[src/fetchPkg.sv]
// shared sizes and packet types; the queue size must stay a power of two and hold STALL_LEVEL plus one full group.
package fetchPkg;

  // lane and queue geometry.
  localparam int FETCH_WIDTH    = 8;   // decode lanes per cycle.
  localparam int DISPATCH_WIDTH = 4;   // packets leaving per dispatch.
  localparam int INST_QUEUE     = 32;  // queue entries.
  localparam int INST_QUEUE_LOG = 5;   // pointer width.
  localparam int INST_COUNT_W   = INST_QUEUE_LOG + 1;  // occupancy counts up to INST_QUEUE.
  localparam int LANE_COUNT_W   = $clog2(FETCH_WIDTH + 1);  // 0 to 8 written lanes.
  localparam int COUNT_W        = 3;   // branch count, 0 to 4.

  // fetch stalls above this, so a full group always fits.
  localparam int STALL_LEVEL = INST_QUEUE - 2 * DISPATCH_WIDTH;

  // instruction field widths.
  localparam int PC_W     = 16;
  localparam int WORD_W   = 32;
  localparam int OPCODE_W = 6;
  localparam int REG_W    = 5;
  localparam int IMM_W    = 16;
  localparam int TYPE_W   = 5;

  typedef logic [INST_QUEUE_LOG-1:0] qPtr_t;
  typedef logic [INST_COUNT_W-1:0]   qCount_t;
  typedef logic [LANE_COUNT_W-1:0]   laneCount_t;
  typedef logic [COUNT_W-1:0]        branchCount_t;

  // raw fetched instruction, 48 bits.
  typedef struct packed {
    logic [PC_W-1:0]   pc;
    logic [WORD_W-1:0] word;
  } rawInst_t;

  // decoded packet, 59 bits.
  typedef struct packed {
    logic [PC_W-1:0]     pc;
    logic [OPCODE_W-1:0] opcode;    // word[31:26].
    logic [REG_W-1:0]    src1;      // word[25:21].
    logic [REG_W-1:0]    src2;      // word[20:16].
    logic [REG_W-1:0]    dest;      // word[15:11].
    logic [IMM_W-1:0]    imm;       // word[15:0].
    logic                isBranch;  // both top opcode bits set.
    logic [TYPE_W-1:0]   instType;  // low opcode bits.
  } decodedInst_t;

  typedef rawInst_t     [FETCH_WIDTH-1:0]    rawGroup_t;
  typedef decodedInst_t [FETCH_WIDTH-1:0]    decodedGroup_t;
  typedef decodedInst_t [DISPATCH_WIDTH-1:0] dispatchGroup_t;

  // field split of one instruction word.
  function automatic decodedInst_t decodeInst(rawInst_t raw);
    decodedInst_t d;
    d.pc       = raw.pc;
    d.opcode   = raw.word[31:26];
    d.src1     = raw.word[25:21];
    d.src2     = raw.word[20:16];
    d.dest     = raw.word[15:11];
    d.imm      = raw.word[15:0];
    d.isBranch = &raw.word[31:30];  // opcodes 6'b11xxxx are control transfers.
    d.instType = raw.word[30:26];
    return d;
  endfunction

endpackage

[src/dispatchStage.sv]
// dispatch register; valid is a one-cycle mark per dispatched group and the packets hold their last value.
`timescale 1ns/1ps

module dispatchStage (
  input  logic                     clk,
  input  logic                     rstN_i,
  input  logic                     flush_i,
  input  logic                     dispatch_i,       // buffer advances its head this edge.
  input  fetchPkg::dispatchGroup_t headGroup_i,
  output logic                     dispatchValid_o,
  output fetchPkg::dispatchGroup_t dispatchGroup_o,
  output fetchPkg::branchCount_t   branchCount_o     // branches among the four packets.
);

  fetchPkg::branchCount_t branchSum;  // combinational count at the head.

  // true count, 0 to 4.
  always_comb begin : countBranches
    branchSum = '0;
    for (int i = 0; i < fetchPkg::DISPATCH_WIDTH; i++) begin
      branchSum = branchSum + fetchPkg::branchCount_t'(headGroup_i[i].isBranch);
    end
  end

  // control: valid and count go together.
  always_ff @(posedge clk) begin
    if (!rstN_i || flush_i) begin
      dispatchValid_o <= 1'b0;
      branchCount_o   <= '0;
    end else if (dispatch_i) begin
      dispatchValid_o <= 1'b1;
      branchCount_o   <= branchSum;
    end else begin
      dispatchValid_o <= 1'b0;  // bubble on stall or empty queue.
      branchCount_o   <= '0;
    end
  end

  // packets, loaded only on a pulse.
  always_ff @(posedge clk) begin
    if (dispatch_i) begin
      dispatchGroup_o <= headGroup_i;
    end
  end

  // the back end reads the count only with valid.
  countNeedsValid: assert property (
    @(posedge clk) disable iff (!rstN_i)
    !dispatchValid_o |-> (branchCount_o == '0)
  ) else $error("branch count %0d without a valid group", branchCount_o);

endmodule

[config.mk]
export PLATFORM = sky130hd
export DESIGN_NAME = dispatchStage
export DESIGN_NICKNAME = d
export VERILOG_FILES = /design/src/fetchPkg.sv /design/src/dispatchStage.sv
export SDC_FILE = /design/constraint.sdc
export NUM_CORES = 1
export LEC_CHECK = 0
export BUFFER_PORTS_ARGS = -buffer_cell sky130_fd_sc_hd__buf_2
export CAP_MARGIN = 10
export CORE_AREA = 2 2 188 190
export CTS_CLUSTER_DIAMETER = 120
export DETAILED_ROUTE_END_ITERATION = 8
export DIE_AREA = 0 0 190 192
export SYNTH_ARGS = -nofsm -noshare
export SYNTH_HDL_FRONTEND = slang
export SYNTH_SLANG_ARGS = --single-unit
[constraint.sdc]
create_clock -name clk -period 1.9 [get_ports clk]
set_input_delay 0.19 -clock clk [delete_from_list [all_inputs] [get_ports clk]]
set_output_delay 0.19 -clock clk [all_outputs]
set_load 0.01 [all_outputs]
Word-level counts from Yosys, hierarchy flattened
Cells that the tools add are included.
{"block": "word_totals", "register_bits": 240, "inputBits": 240, "out_inout_bits": 240, "wordCells": 42}
{"block": "op_classes", "n_addsub": 3, "n_mux": 1, "bitwise": 1, "n_reduce_logical": 3}
{"op": "$add 2x1->3", "n": 1}
{"op": "$add 3x1->3", "n": 1}
{"op": "$add 1x1->2", "n": 1}
{"op": "$reduce_or 2->1", "n": 1}
{"op": "$logic_not 1->1", "n": 1}
{"op": "$logic_or 1x1->1", "n": 1}
{"op": "$mux 1", "n": 1}
{"op": "$not 1->1", "n": 1}

Longest topological paths before layout
{"block": "logic_depth", "ltp_word": 3, "mapped_depth": 6, "depth_no_buf": 6}

Least setup slack after synthesis
No wires, ideal clock.
{"block": "synth_path", "kind": "in2reg", "start": "input port headGroup_i[5] in the netlist's numbering", "end": "register branchCount_o[1]", "arrival_ps": 1382, "required_ps": 1783, "slack_ps": 402, "path_stages": 6, "n_path_buf": 0, "path_cell_list": "inv_1 > fa_1 > inv_1 > ha_1 > ha_1 > and4b_1"}
{"block": "synth_via", "elab_chain_cells": 3}
{"element": "from (decl)", "line_no": "dispatchStage.sv:9", "source": "input fetchPkg::dispatchGroup_t headGroup_i,"}
{"element": "$add 1x1->2", "line_no": "dispatchStage.sv:21", "source": "branchSum = branchSum + fetchPkg::branchCount_t'(headGroup_i[i].isBranch);"}
{"element": "$add 2x1->3", "line_no": "dispatchStage.sv:21"}
{"element": "$add 3x1->3", "line_no": "dispatchStage.sv:21"}
{"element": "named net branchSum[1]", "line_no": "dispatchStage.sv:15", "source": "fetchPkg::branchCount_t branchSum;"}
{"element": "to (signal assigned)", "line_no": "dispatchStage.sv:32", "source": "branchCount_o <= branchSum;"}
{"element": "to (decl)", "line_no": "dispatchStage.sv:12", "source": "output fetchPkg::branchCount_t branchCount_o"}
The timed path passes the listed nets, and every way through them passes these cells.
A chain may end at the register's enable or synchronous reset.

Final worst setup path
Ends and elaborated chain as after synthesis.

==> impl_metrics.csv <==
group,metric,value,unit
placement,hpwl,16.7,mm
cts,post-cts-setup-buffers,0,
floorplanning,std_cell_rows,68,
yosys,postSynthCellCount,252,
yosys,synth.distinct_cells,7,
grt,first_global_vias,6108,
floorplanning,dieWidth,190,um
timing,max_clock_freq,595,MHz
cts,ctsRootBufferMaster,"clkbuf_16",
timing,rsz0062_at_grt,"no",
cts,clock_path_buffers,3,
yosys,synth_fp_nets,495,
yosys,ys_ff_latch,240,
finish,fillers,3062,
worst_setup_path,max_stage_delay,530,ps
timing,fin_tns_setup,0,ps
grt,track_usage,0.126,
timing,post-route-period-util,0.884,
timing,setup_slack,220,ps
timing,worst_pin_slew,480,ps
worst_setup_path,cp.arrival,2100,ps
yosys,syn_area_per_cell,28.9,sq um
worst_setup_path,end_kind,"flip-flop",
worst_setup_path,crit_slowest_cell,"dlygate4sd3_1",
cts,cts_tree,"built",
floorplanning,die_h,192,um
pwr,seqPwrFrac,0.501,
grt,overflow,0,
pwr,vdd_drop_max,0.704,mV
finish,diodes,0,
timing,period_needed,1680,ps
yosys,netlist_area,7270,sq um
worst_setup_path,critPathKind,"in -> reg",
pwr,p_leak,5.80,nW
worst_setup_path,startpoint,"headGroup_i[5]",
floorplanning,initial_core_util,0.212,
drt,post_drt_wl_per_cell,16.8,um
worst_setup_path,path_max_fanout,2,
timing,hold_viol,0,
pwr,power_density,938,nW/um^2
timing,maxSlewHeadroom,0.680,
finish,area_delta_synth_final,87.3,%
drt,viasPerCell,3.73,
drt,drtIter0Drc,187,
drt,ant_nets,0,
worst_setup_path,cp_cell_sequence,"dlygate4sd3_1 > buf_2 > inv_1 > fa_1 > inv_1 > ha_1 > ha_1 > and4b_1",
drt,drc,0,
run,drv_cap,0,
finish,finalNetCount,1255,
grt,grt_pass1_wl,34.3,mm
worst_hold_path,min_from,"dispatch_i",
cts,cts.htree.levels,1,
cts,cts_resized,0,
placement,port_buffers,479,
cts,clkTransAtPathRegs,60,ps
cts,hold_buffers,239,
pwr,pwr-share-clk,0.384,
yosys,synth-seq-area-share,0.986,
timing,setup_viol,0,
worst_setup_path,startpoint_type,"primary input",
worst_hold_path,worstHoldPathType,"in -> reg",
drt,via_count,5549,
floorplanning,core_area,34300,sq um
yosys,ys_warn_count,0,
cts,clkSinkCount,240,
placement,routabilityCongestion,0.749,
placement,dp_slack,235,ps
pwr,combPwrFrac,0.116,
worst_setup_path,worstPathRequired,2320,ps
cts,numCtsBuffers,26,
drt,dr.pass1.iters,4,
pwr,p_switching,0.00284,W
finish,utilization,0.397,
timing,slew_violations,0,
drt,routed_wl,24.9,mm
pwr,intPower,0.00993,W
outcome,status,"finished clean",
grt,grt_max_degree,52,
finish,drive_above_1_share,0.516,
pwr,switching_share,0.223,
floorplanning,io_pins,480,
floorplanning,die_area,36500,sq um
grt,antenna_found_initial,1,
==> power groups by stage <==
stage	Sequential (W)	Combinational, W	Clock (W)
finish	0.00639	0.00148	0.00490
global route	0.00643	0.00159	0.00524
CTS	0.00639	0.00148	0.00506
detailed placement	0.00650	0.00109	0
global placement	0.00650	0.00108	0
floorplan	0.00673	0.0000127	0
==> through the flow <==
stage	power, W	hold WS (ps)	std cells	cell area, sq um
3_3_place_gp	0.00757	367	1200	10400
4_1_cts	0.0129	82.7	1487	13600
6_report	0.0128	104	1487	13600
2_1_floorplan	0.00674	289	252	7270
3_5_place_dp	0.00758	368	1200	10400
5_1_grt	0.0133	110	1487	13600
==> synth_stat cells <==
cell type	instances	share of area
edfxtp_1	236	0.97
inv_1	5	0.0026
dfxtp_1	4	0.011
and4b_1	3	0.0041
ha_1	2	0.0034
and3b_2	1	0.0014
fa_1	1	0.0028
==> layout make-up <==
| cell class | instances | area (sq um) | area share |
|---|---|---|---|
| Tap cell | 455 | 569 | 0.0418 |
| Multi-Input combinational cell | 7 | 85.1 | 0.00625 |
| Timing Repair Buffer | 732 | 4940 | 0.363 |
| Clock inverter | 18 | 149 | 0.0109 |
| Sequential cell | 240 | 7170 | 0.526 |
| Inverter | 5 | 18.8 | 0.00138 |
| Clock buffer | 30 | 687 | 0.0504 |
==> registers in the layout (all words and copies together) (netlist names) <==
name             cells
branchCount_o        3
dispatchValid_o      1
dispatchGroup_o    236
==> metal layers <==
metal	part of all wire	track usage	vias to the layer above
met1	0.34	0.121	2624
met3	0.12	0.0634	44
met5	0.00048	0	-
li1	-	-	2542
met2	0.51	0.235	337
met4	0.025	0.0349	2
==> cells by family (layout without fill, tap and decap cells) <==
family,count (synthesis),count (layout),share of synthesized area
flip-flops,240,240,0.986
buffers and inverters,5,785,0.00258
AND/OR/NAND/NOR,4,4,0.00551
adder cells (fa/ha/maj),3,3,0.00619
==> worst max-delay path: cells and delay by family <==
| family | cells | cell delay [ps] |
|---|---|---|
| adder cells (fa/ha/maj) | 3 | 960 |
| AND/OR/NAND/NOR | 1 | 190 |
| buffers and inverters | 4 | 740 |
==> worst paths after layout <==
path | endpoint | slack (ps) | cells past startpoint
setup / recovery | branchCount_o[1] | 220 | 8
hold / removal | dispatchGroup_o[224] | 100 | 1
==> cell usage in the layout, fill, tap and decap left out <==
cell type	instances
bufinv_16	2
clkinv_2	5
buf_8	1
buf_4	11
clkinvlp_4	2
dfxtp_1	4
clkbuf_16	27
fa_1	1
buf_2	478
buf_12	3
inv_1	5
clkbuf_1	3
and4b_1	3
edfxtp_1	236
ha_1	2
inv_6	2
clkinv_4	1
and3b_2	1
clkinv_1	6
dlygate4sd3_1	239
No activity file was read; power rests on OpenSTA's default activity.
