File: src/fetchPkg.sv
// shared sizes and packet types; the queue size must stay a power of two and hold STALL_LEVEL plus one full group.
package fetchPkg;

  // lane and queue geometry.
  localparam int FETCH_WIDTH    = 8;   // decode lanes per cycle.
  localparam int DISPATCH_WIDTH = 4;   // packets leaving per dispatch.
  localparam int INST_QUEUE     = 32;  // queue entries.
  localparam int INST_QUEUE_LOG = 5;   // pointer width.
  localparam int INST_COUNT_W   = INST_QUEUE_LOG + 1;  // occupancy counts up to INST_QUEUE.
  localparam int LANE_COUNT_W   = $clog2(FETCH_WIDTH + 1);  // 0 to 8 written lanes.
  localparam int COUNT_W        = 3;   // branch count, 0 to 4.

  // fetch stalls above this, so a full group always fits.
  localparam int STALL_LEVEL = INST_QUEUE - 2 * DISPATCH_WIDTH;

  // instruction field widths.
  localparam int PC_W     = 16;
  localparam int WORD_W   = 32;
  localparam int OPCODE_W = 6;
  localparam int REG_W    = 5;
  localparam int IMM_W    = 16;
  localparam int TYPE_W   = 5;

  typedef logic [INST_QUEUE_LOG-1:0] qPtr_t;
  typedef logic [INST_COUNT_W-1:0]   qCount_t;
  typedef logic [LANE_COUNT_W-1:0]   laneCount_t;
  typedef logic [COUNT_W-1:0]        branchCount_t;

  // raw fetched instruction, 48 bits.
  typedef struct packed {
    logic [PC_W-1:0]   pc;
    logic [WORD_W-1:0] word;
  } rawInst_t;

  // decoded packet, 59 bits.
  typedef struct packed {
    logic [PC_W-1:0]     pc;
    logic [OPCODE_W-1:0] opcode;    // word[31:26].
    logic [REG_W-1:0]    src1;      // word[25:21].
    logic [REG_W-1:0]    src2;      // word[20:16].
    logic [REG_W-1:0]    dest;      // word[15:11].
    logic [IMM_W-1:0]    imm;       // word[15:0].
    logic                isBranch;  // both top opcode bits set.
    logic [TYPE_W-1:0]   instType;  // low opcode bits.
  } decodedInst_t;

  typedef rawInst_t     [FETCH_WIDTH-1:0]    rawGroup_t;
  typedef decodedInst_t [FETCH_WIDTH-1:0]    decodedGroup_t;
  typedef decodedInst_t [DISPATCH_WIDTH-1:0] dispatchGroup_t;

  // field split of one instruction word.
  function automatic decodedInst_t decodeInst(rawInst_t raw);
    decodedInst_t d;
    d.pc       = raw.pc;
    d.opcode   = raw.word[31:26];
    d.src1     = raw.word[25:21];
    d.src2     = raw.word[20:16];
    d.dest     = raw.word[15:11];
    d.imm      = raw.word[15:0];
    d.isBranch = &raw.word[31:30];  // opcodes 6'b11xxxx are control transfers.
    d.instType = raw.word[30:26];
    return d;
  endfunction

endpackage

File: src/decodeStage.sv
// one decode register stage; the group is held, not dropped, while fetch is stalled, and flush wins over load.
`timescale 1ns/1ps

module decodeStage (
  input  logic                               clk,
  input  logic                               rstN_i,
  input  logic                               flush_i,          // misprediction, empties the stage.
  input  logic [fetchPkg::FETCH_WIDTH-1:0]   fetchValid_i,     // per lane valid.
  input  fetchPkg::rawGroup_t                fetchGroup_i,
  input  logic                               stallFetch_i,     // buffer near full.
  output logic                               decodeReady_o,    // a group sits in the register.
  output logic [fetchPkg::FETCH_WIDTH-1:0]   decodedVector_o,
  output fetchPkg::decodedGroup_t            decodedGroup_o
);

  fetchPkg::decodedGroup_t decodedNext;  // combinational decode of the incoming lanes.
  logic                    loadGroup;    // register takes the input this edge.

  // split every lane, valid or not; the vector masks the rest.
  always_comb begin : splitLanes
    for (int i = 0; i < fetchPkg::FETCH_WIDTH; i++) begin
      decodedNext[i] = fetchPkg::decodeInst(fetchGroup_i[i]);
    end
  end

  // a stalled buffer has not written the held group yet.
  assign loadGroup = ~stallFetch_i;

  // control half of the register.
  always_ff @(posedge clk) begin
    if (!rstN_i || flush_i) begin
      decodeReady_o   <= 1'b0;
      decodedVector_o <= '0;
    end else if (loadGroup) begin
      // the old group was written this edge, so replace or clear it.
      decodeReady_o   <= |fetchValid_i;  // an empty vector is not a group.
      decodedVector_o <= fetchValid_i;
    end
  end

  // payload half, no reset needed.
  always_ff @(posedge clk) begin
    if (loadGroup) begin
      decodedGroup_o <= decodedNext;
    end
  end

  // the buffer trusts decodeReady to mean at least one lane is written.
  readyHasLanes: assert property (
    @(posedge clk) disable iff (!rstN_i)
    decodeReady_o |-> (decodedVector_o != '0)
  ) else $error("decodeReady high with an empty lane vector");

endmodule

File: config.mk
export PLATFORM = sky130hd
export DESIGN_NAME = decodeStage
export DESIGN_NICKNAME = d
export VERILOG_FILES = /design/src/fetchPkg.sv /design/src/decodeStage.sv
export SDC_FILE = /design/constraint.sdc
export NUM_CORES = 1
export LEC_CHECK = 0
export ABC_AREA = 1
export BUFFER_PORTS_ARGS = -buffer_cell sky130_fd_sc_hd__buf_4
export CAP_MARGIN = 20
export CORE_AREA = 2 2 345 347
export DETAILED_ROUTE_END_ITERATION = 8
export DIE_AREA = 0 0 347 349
export GPL_TIMING_DRIVEN = 0
export SKIP_CTS_REPAIR_TIMING = 1
export SYNTH_ARGS = -nofsm -noshare
export SYNTH_HDL_FRONTEND = slang
export SYNTH_SLANG_ARGS = --single-unit
File: constraint.sdc
create_clock -name clk -period 3.05 [get_ports clk]
set_input_delay 0.305 -clock clk [delete_from_list [all_inputs] [get_ports clk]]
set_output_delay 0.305 -clock clk [all_outputs]
set_load 0.05 [all_outputs]
======== After elaboration in Yosys (flattened, before gate mapping) ========
Cells that the tools add are included.
cells by class
  reductions and logical operators ........ 11
operators with widths
  kind              number
  $reduce_and 2->1  8
  $reduce_or 8->1   1
  $logic_not 1->1   1
  $logic_or 1x1->1  1
storage, ports and cells
  register bits after elaboration ......... 481
  input port bits ......................... 396
  output and inout bits ................... 481

======== Logic depth before layout (Yosys ltp) ========
  depth after elaboration ................. 2
  depth in mapped cells ................... 4
  gate-level depth less buffers ........... 4

======== Worst setup path before layout ========
OpenSTA, ideal clock, no wires.
  path kind ............................... input to register
  from .................................... input stallFetch_i
  to ...................................... register decodedGroup_o[100] (netlist name) (enable)
  library setup time ...................... 0.447 ns
  data arrival time ....................... 2.221 ns
  data required time ...................... 2.603 ns
  setup slack ............................. 0.381 ns
  stages .................................. 2
  path buffers ............................ 1
  cell sequence ........................... inv_2 -> buf_6
RTL lines
  element                 RTL line           RTL
  start: declaration      decodeStage.sv:10  input logic stallFetch_i,
  end signal: assignment  decodeStage.sv:44  decodedGroup_o <= decodedNext;
  end: declaration        decodeStage.sv:13  output fetchPkg::decodedGroup_t decodedGroup_o
No word-level cell between the ends.

======== Worst setup path after layout ========
  from .................................... input fetchValid_i[7] (netlist name)
  to ...................................... register decodeReady_o
between the ends
  word-level cells in the longest chain between the ends .. 1
RTL lines
  element                 RTL line           RTL
  start: declaration      decodeStage.sv:8   input logic [fetchPkg::FETCH_WIDTH-1:0] fetchValid_i,
  $reduce_or 8->1         decodeStage.sv:36  decodeReady_o <= |fetchValid_i;
  end signal: assignment  decodeStage.sv:36
  end: declaration        decodeStage.sv:11  output logic decodeReady_o,
No other way between the ends.
A chain may end at the register's enable or synchronous reset.

==> impl_results.html <==
<table>
<tr><th>Metric</th><th>Value</th></tr>
<tr><th colspan="2">Die</th></tr>
<tr><td>Overall die width</td><td>347 µm</td></tr>
<tr><td>Die span in y</td><td>349 µm</td></tr>
<tr><td>Starting utilization of the core area</td><td>10.9%</td></tr>
<tr><td>Std cell rows</td><td>126</td></tr>
<tr><td>Placeable core area</td><td>0.117 mm²</td></tr>
<tr><td>Full die area</td><td>0.121 mm²</td></tr>
<tr><td>I/O Pins</td><td>877</td></tr>
<tr><th colspan="2">Routing</th></tr>
<tr><td>Number of routed nets with antenna violations</td><td>0</td></tr>
<tr><td>Number of remaining DRC errors</td><td>0</td></tr>
<tr><td>Met1 routed wirelength after detailed routing</td><td>24,400 µm</td></tr>
<tr><td>Wire length on met3</td><td>10,700 µm</td></tr>
<tr><td>Highest routed layer</td><td>met5</td></tr>
<tr><td>Detailed router's first-iteration violation count</td><td>550</td></tr>
<tr><td>Detailed Routing Iterations Pass 1</td><td>5</td></tr>
<tr><td>Total vias in the final route</td><td>10,400</td></tr>
<tr><td>Average wire per cell in the routed design</td><td>19.4 µm</td></tr>
<tr><td>Total detailed-routing wirelength</td><td>66,900 µm</td></tr>
<tr><td>Via density</td><td>3.01</td></tr>
<tr><td>Met2 wire length</td><td>29,500 µm</td></tr>
<tr><th colspan="2">Clocking</th></tr>
<tr><td>Root buffer cell</td><td>sky130_fd_sc_hd__clkbuf_16</td></tr>
<tr><td>Num CTS Buffers</td><td>51</td></tr>
<tr><td>Sinks on Clock Net</td><td>401</td></tr>
<tr><td>Clock slew seen by the registers of the worst setup and hold paths</td><td>60 ps</td></tr>
<tr><td>Clock tree from TritonCTS</td><td>built</td></tr>
<tr><td>H-Tree Depth</td><td>2</td></tr>
<tr><td>Maximum clock path buffer count</td><td>3</td></tr>
<tr><td>Clock latency on the worst-skew pair</td><td>620 ps</td></tr>
<tr><th colspan="2">Timing</th></tr>
<tr><td>Setup repair after global routing missed its margin</td><td>false</td></tr>
<tr><td>Pins Over Slew Limit</td><td>0</td></tr>
<tr><td>Final hold vios</td><td>0</td></tr>
<tr><td>Worst setup slack after layout</td><td>675 ps</td></tr>
<tr><td>Post-layout minimum cycle time</td><td>2380 ps</td></tr>
<tr><td>Max Fclk</td><td>421 MHz</td></tr>
<tr><td>Setup violations, final</td><td>0</td></tr>
<tr><td>Worst Max-Slew Pin Slew</td><td>742 ps</td></tr>
<tr><td>Max Clock Skew</td><td>0 ps</td></tr>
<tr><td>Max transition margin</td><td>50.0%</td></tr>
<tr><td>Final critical-path share of the clock period</td><td>77.9%</td></tr>
<tr><th colspan="2">Setup path</th></tr>
<tr><td>Endpoint kind of the worst setup timing path</td><td>flip-flop</td></tr>
<tr><td>CP Data Arrival Time</td><td>2880 ps</td></tr>
<tr><td>Critical path class</td><td>in2reg</td></tr>
<tr><td>Biggest fanout along the worst timing path</td><td>2</td></tr>
<tr><td>Required arrival time at the worst endpoint</td><td>3560 ps</td></tr>
<tr><td>Element type at the critical path start</td><td>primary input</td></tr>
<tr><th colspan="2">Global routing</th></tr>
<tr><td>Tot GR Track Use</td><td>9.80%</td></tr>
<tr><td>Total congestion overflow after global routing</td><td>0</td></tr>
<tr><td>Largest net degree at the start of global routing</td><td>119</td></tr>
<tr><td>Number of global-route vias before repair</td><td>8,689</td></tr>
<tr><td>Initial antenna violation count</td><td>38</td></tr>
<tr><td>Global-route wire length before repair</td><td>78,400 µm</td></tr>
<tr><th colspan="2">Yosys</th></tr>
<tr><td>Top area cells in the synthesized netlist</td><td>sky130_fd_sc_hd__edfxtp_1, sky130_fd_sc_hd__buf_4, sky130_fd_sc_hd__dfxtp_1</td></tr>
<tr><td>Area share of the largest cell type after synthesis</td><td>92.2%</td></tr>
<tr><td>Synth area leader</td><td>sky130_fd_sc_hd__edfxtp_1</td></tr>
<tr><td>Synth Cell Area</td><td>0.0128 mm²</td></tr>
<tr><td>Post-synthesis sequential area ratio</td><td>93.6%</td></tr>
<tr><td>Flip-flop and latch count after synthesis</td><td>401</td></tr>
<tr><td>Count of synthesis-stage warnings from yosys</td><td>0</td></tr>
<tr><td>Mapped Cells</td><td>533</td></tr>
<tr><td>Post-synthesis net count</td><td>929</td></tr>
<tr><td>Synthesized area per cell</td><td>24.0 µm²</td></tr>
<tr><td>Post-synthesis cell type count</td><td>13</td></tr>
<tr><th colspan="2">Finish</th></tr>
<tr><td>Area growth from synthesis to final layout</td><td>112%</td></tr>
<tr><td># nets final</td><td>2,258</td></tr>
<tr><td>Final-layout fill cell count</td><td>12,100</td></tr>
<tr><td>Top library cells by usage in the layout, fill and taps aside</td><td>sky130_fd_sc_hd__buf_4, sky130_fd_sc_hd__dlygate4sd3_1, sky130_fd_sc_hd__edfxtp_1, sky130_fd_sc_hd__clkbuf_16, sky130_fd_sc_hd__nor2_1</td></tr>
<tr><td>Share of final-layout standard cells stronger than drive strength 1</td><td>54.7%</td></tr>
<tr><td>Leading cell type in the layout, fill and taps excluded</td><td>sky130_fd_sc_hd__buf_4</td></tr>
<tr><td>Post-route design area</td><td>0.0270 mm²</td></tr>
<tr><th colspan="2">Placement</th></tr>
<tr><td>Pre-CTS WS</td><td>1080 ps</td></tr>
<tr><td>Final HPWL from detailed placement</td><td>51,500 µm</td></tr>
<tr><td>Final RePlAce weighted congestion</td><td>0.874</td></tr>
<tr><td>Cell area after placement</td><td>0.0214 mm²</td></tr>
<tr><td>Count of input and output buffers</td><td>876</td></tr>
<tr><th colspan="2">Pwr</th></tr>
<tr><td>Leakage</td><td>11.2 nW</td></tr>
<tr><td>Peak VDD IR</td><td>0.000428 V</td></tr>
<tr><td>Total power density per cell area</td><td>618 mW/mm²</td></tr>
<tr><th colspan="2">Worst hold path</th></tr>
<tr><td>Class of the most critical hold timing path</td><td>in2reg</td></tr>
<tr><th colspan="2">Outcome</th></tr>
<tr><td>Outcome</td><td>finished, final reports clean</td></tr>
<tr><th colspan="2">Flow run</th></tr>
<tr><td>Max Cap Violations</td><td>0</td></tr>
</table>
==> flip-flops by register name, summed over array words and instances (netlist names) <==
name / flops
decodedGroup_o: 392
decodedVector_o: 8
decodeReady_o: 1
==> report_power, final <==
group          total [W]  internal [W]  switching (W)
Clock            0.00610       0.00354        0.00256
Combinational    0.00387       0.00138        0.00250
Sequential       0.00674       0.00654       0.000196
==> worst max-delay path, cell delays in order <==
cell and delay [ps]:
sky130_fd_sc_hd__dlygate4sd3_1 530, sky130_fd_sc_hd__buf_4 140, sky130_fd_sc_hd__nor2_1 80, sky130_fd_sc_hd__dlygate4sd3_1 550, sky130_fd_sc_hd__nand2_1 50, sky130_fd_sc_hd__nor2_1 90, sky130_fd_sc_hd__dlygate4sd3_1 550, sky130_fd_sc_hd__nor2_1 40
sky130_fd_sc_hd__dlygate4sd3_1 550
==> stage by stage <==
step	cells	hold slack (ps)	utilization [%]	total power (W)	setup TNS, ps
2_1_floorplan	533	404	-	0.00881	0
3_3_place_gp	2945	478	18.1	0.0103	-288320
3_5_place_dp	2948	484	18.2	0.0103	0
4_1_cts	3043	-224	19.6	0.0165	0
5_1_grt	3443	37.0	23.0	0.0174	0
6_report	3446	61.5	23.0	0.0167	0
==> area by class of cell <==
| cell class | count | area (µm²) | share of cell area (%) |
|---|---|---|---|
| well taps | 1536 | 1920 | 7.11 |
| diodes | 6 | 15.0 | 0.0556 |
| repair buffers | 1276 | 10600 | 39.4 |
| inverters | 11 | 41.3 | 0.153 |
| multi-input cells | 40 | 166 | 0.616 |
| clock buffers | 63 | 1360 | 5.05 |
| flip-flops and latches | 401 | 12000 | 44.2 |
| clock inverters | 32 | 305 | 1.13 |
| plain buffers | 81 | 616 | 2.28 |
==> routing by layer <==
| metal | up-vias | GRT usage (%) |
|---|---|---|
| li1 | 4641 | - |
| met1 | 4898 | 10.6 |
| met2 | 654 | 14.5 |
| met3 | 142 | 7.99 |
| met4 | 24 | 2.82 |
| met5 | - | 0 |
==> cells by family (layout without fill, tap and decap cells) <==
| kind of cell | count (synthesis) | in the layout | synth area share [%] |
|---|---|---|---|
| buf+inv | 92 | 1463 | 5.11 |
| flops | 401 | 401 | 93.6 |
| compound gates | 10 | 10 | 0.392 |
| other cells | 0 | 6 | 0 |
| simple gates | 30 | 30 | 0.911 |
==> cells in the mapped netlist <==
cell	n
sky130_fd_sc_hd__a21oi_1	1
sky130_fd_sc_hd__buf_4	80
sky130_fd_sc_hd__buf_6	1
sky130_fd_sc_hd__dfxtp_1	9
sky130_fd_sc_hd__edfxtp_1	392
sky130_fd_sc_hd__inv_1	9
sky130_fd_sc_hd__inv_2	2
sky130_fd_sc_hd__nand2_1	9
sky130_fd_sc_hd__nand3_1	1
sky130_fd_sc_hd__nor2_1	19
sky130_fd_sc_hd__nor2_2	1
sky130_fd_sc_hd__o21ai_0	5
sky130_fd_sc_hd__o21ai_1	4
==> path summary, 6_finish.rpt <==
check,start,end,slack [ps],cells after the start
worst max-delay path,fetchValid_i[7],decodeReady_o,670,9
worst max register to register,decodedVector_o[6],decodedVector_o[6],1810,3
worst min-delay path,flush_i,decodedVector_o[2],60,4
worst min register to register,decodedVector_o[5],decodedVector_o[5],500,2
Power figures use the tool's default switching activity.
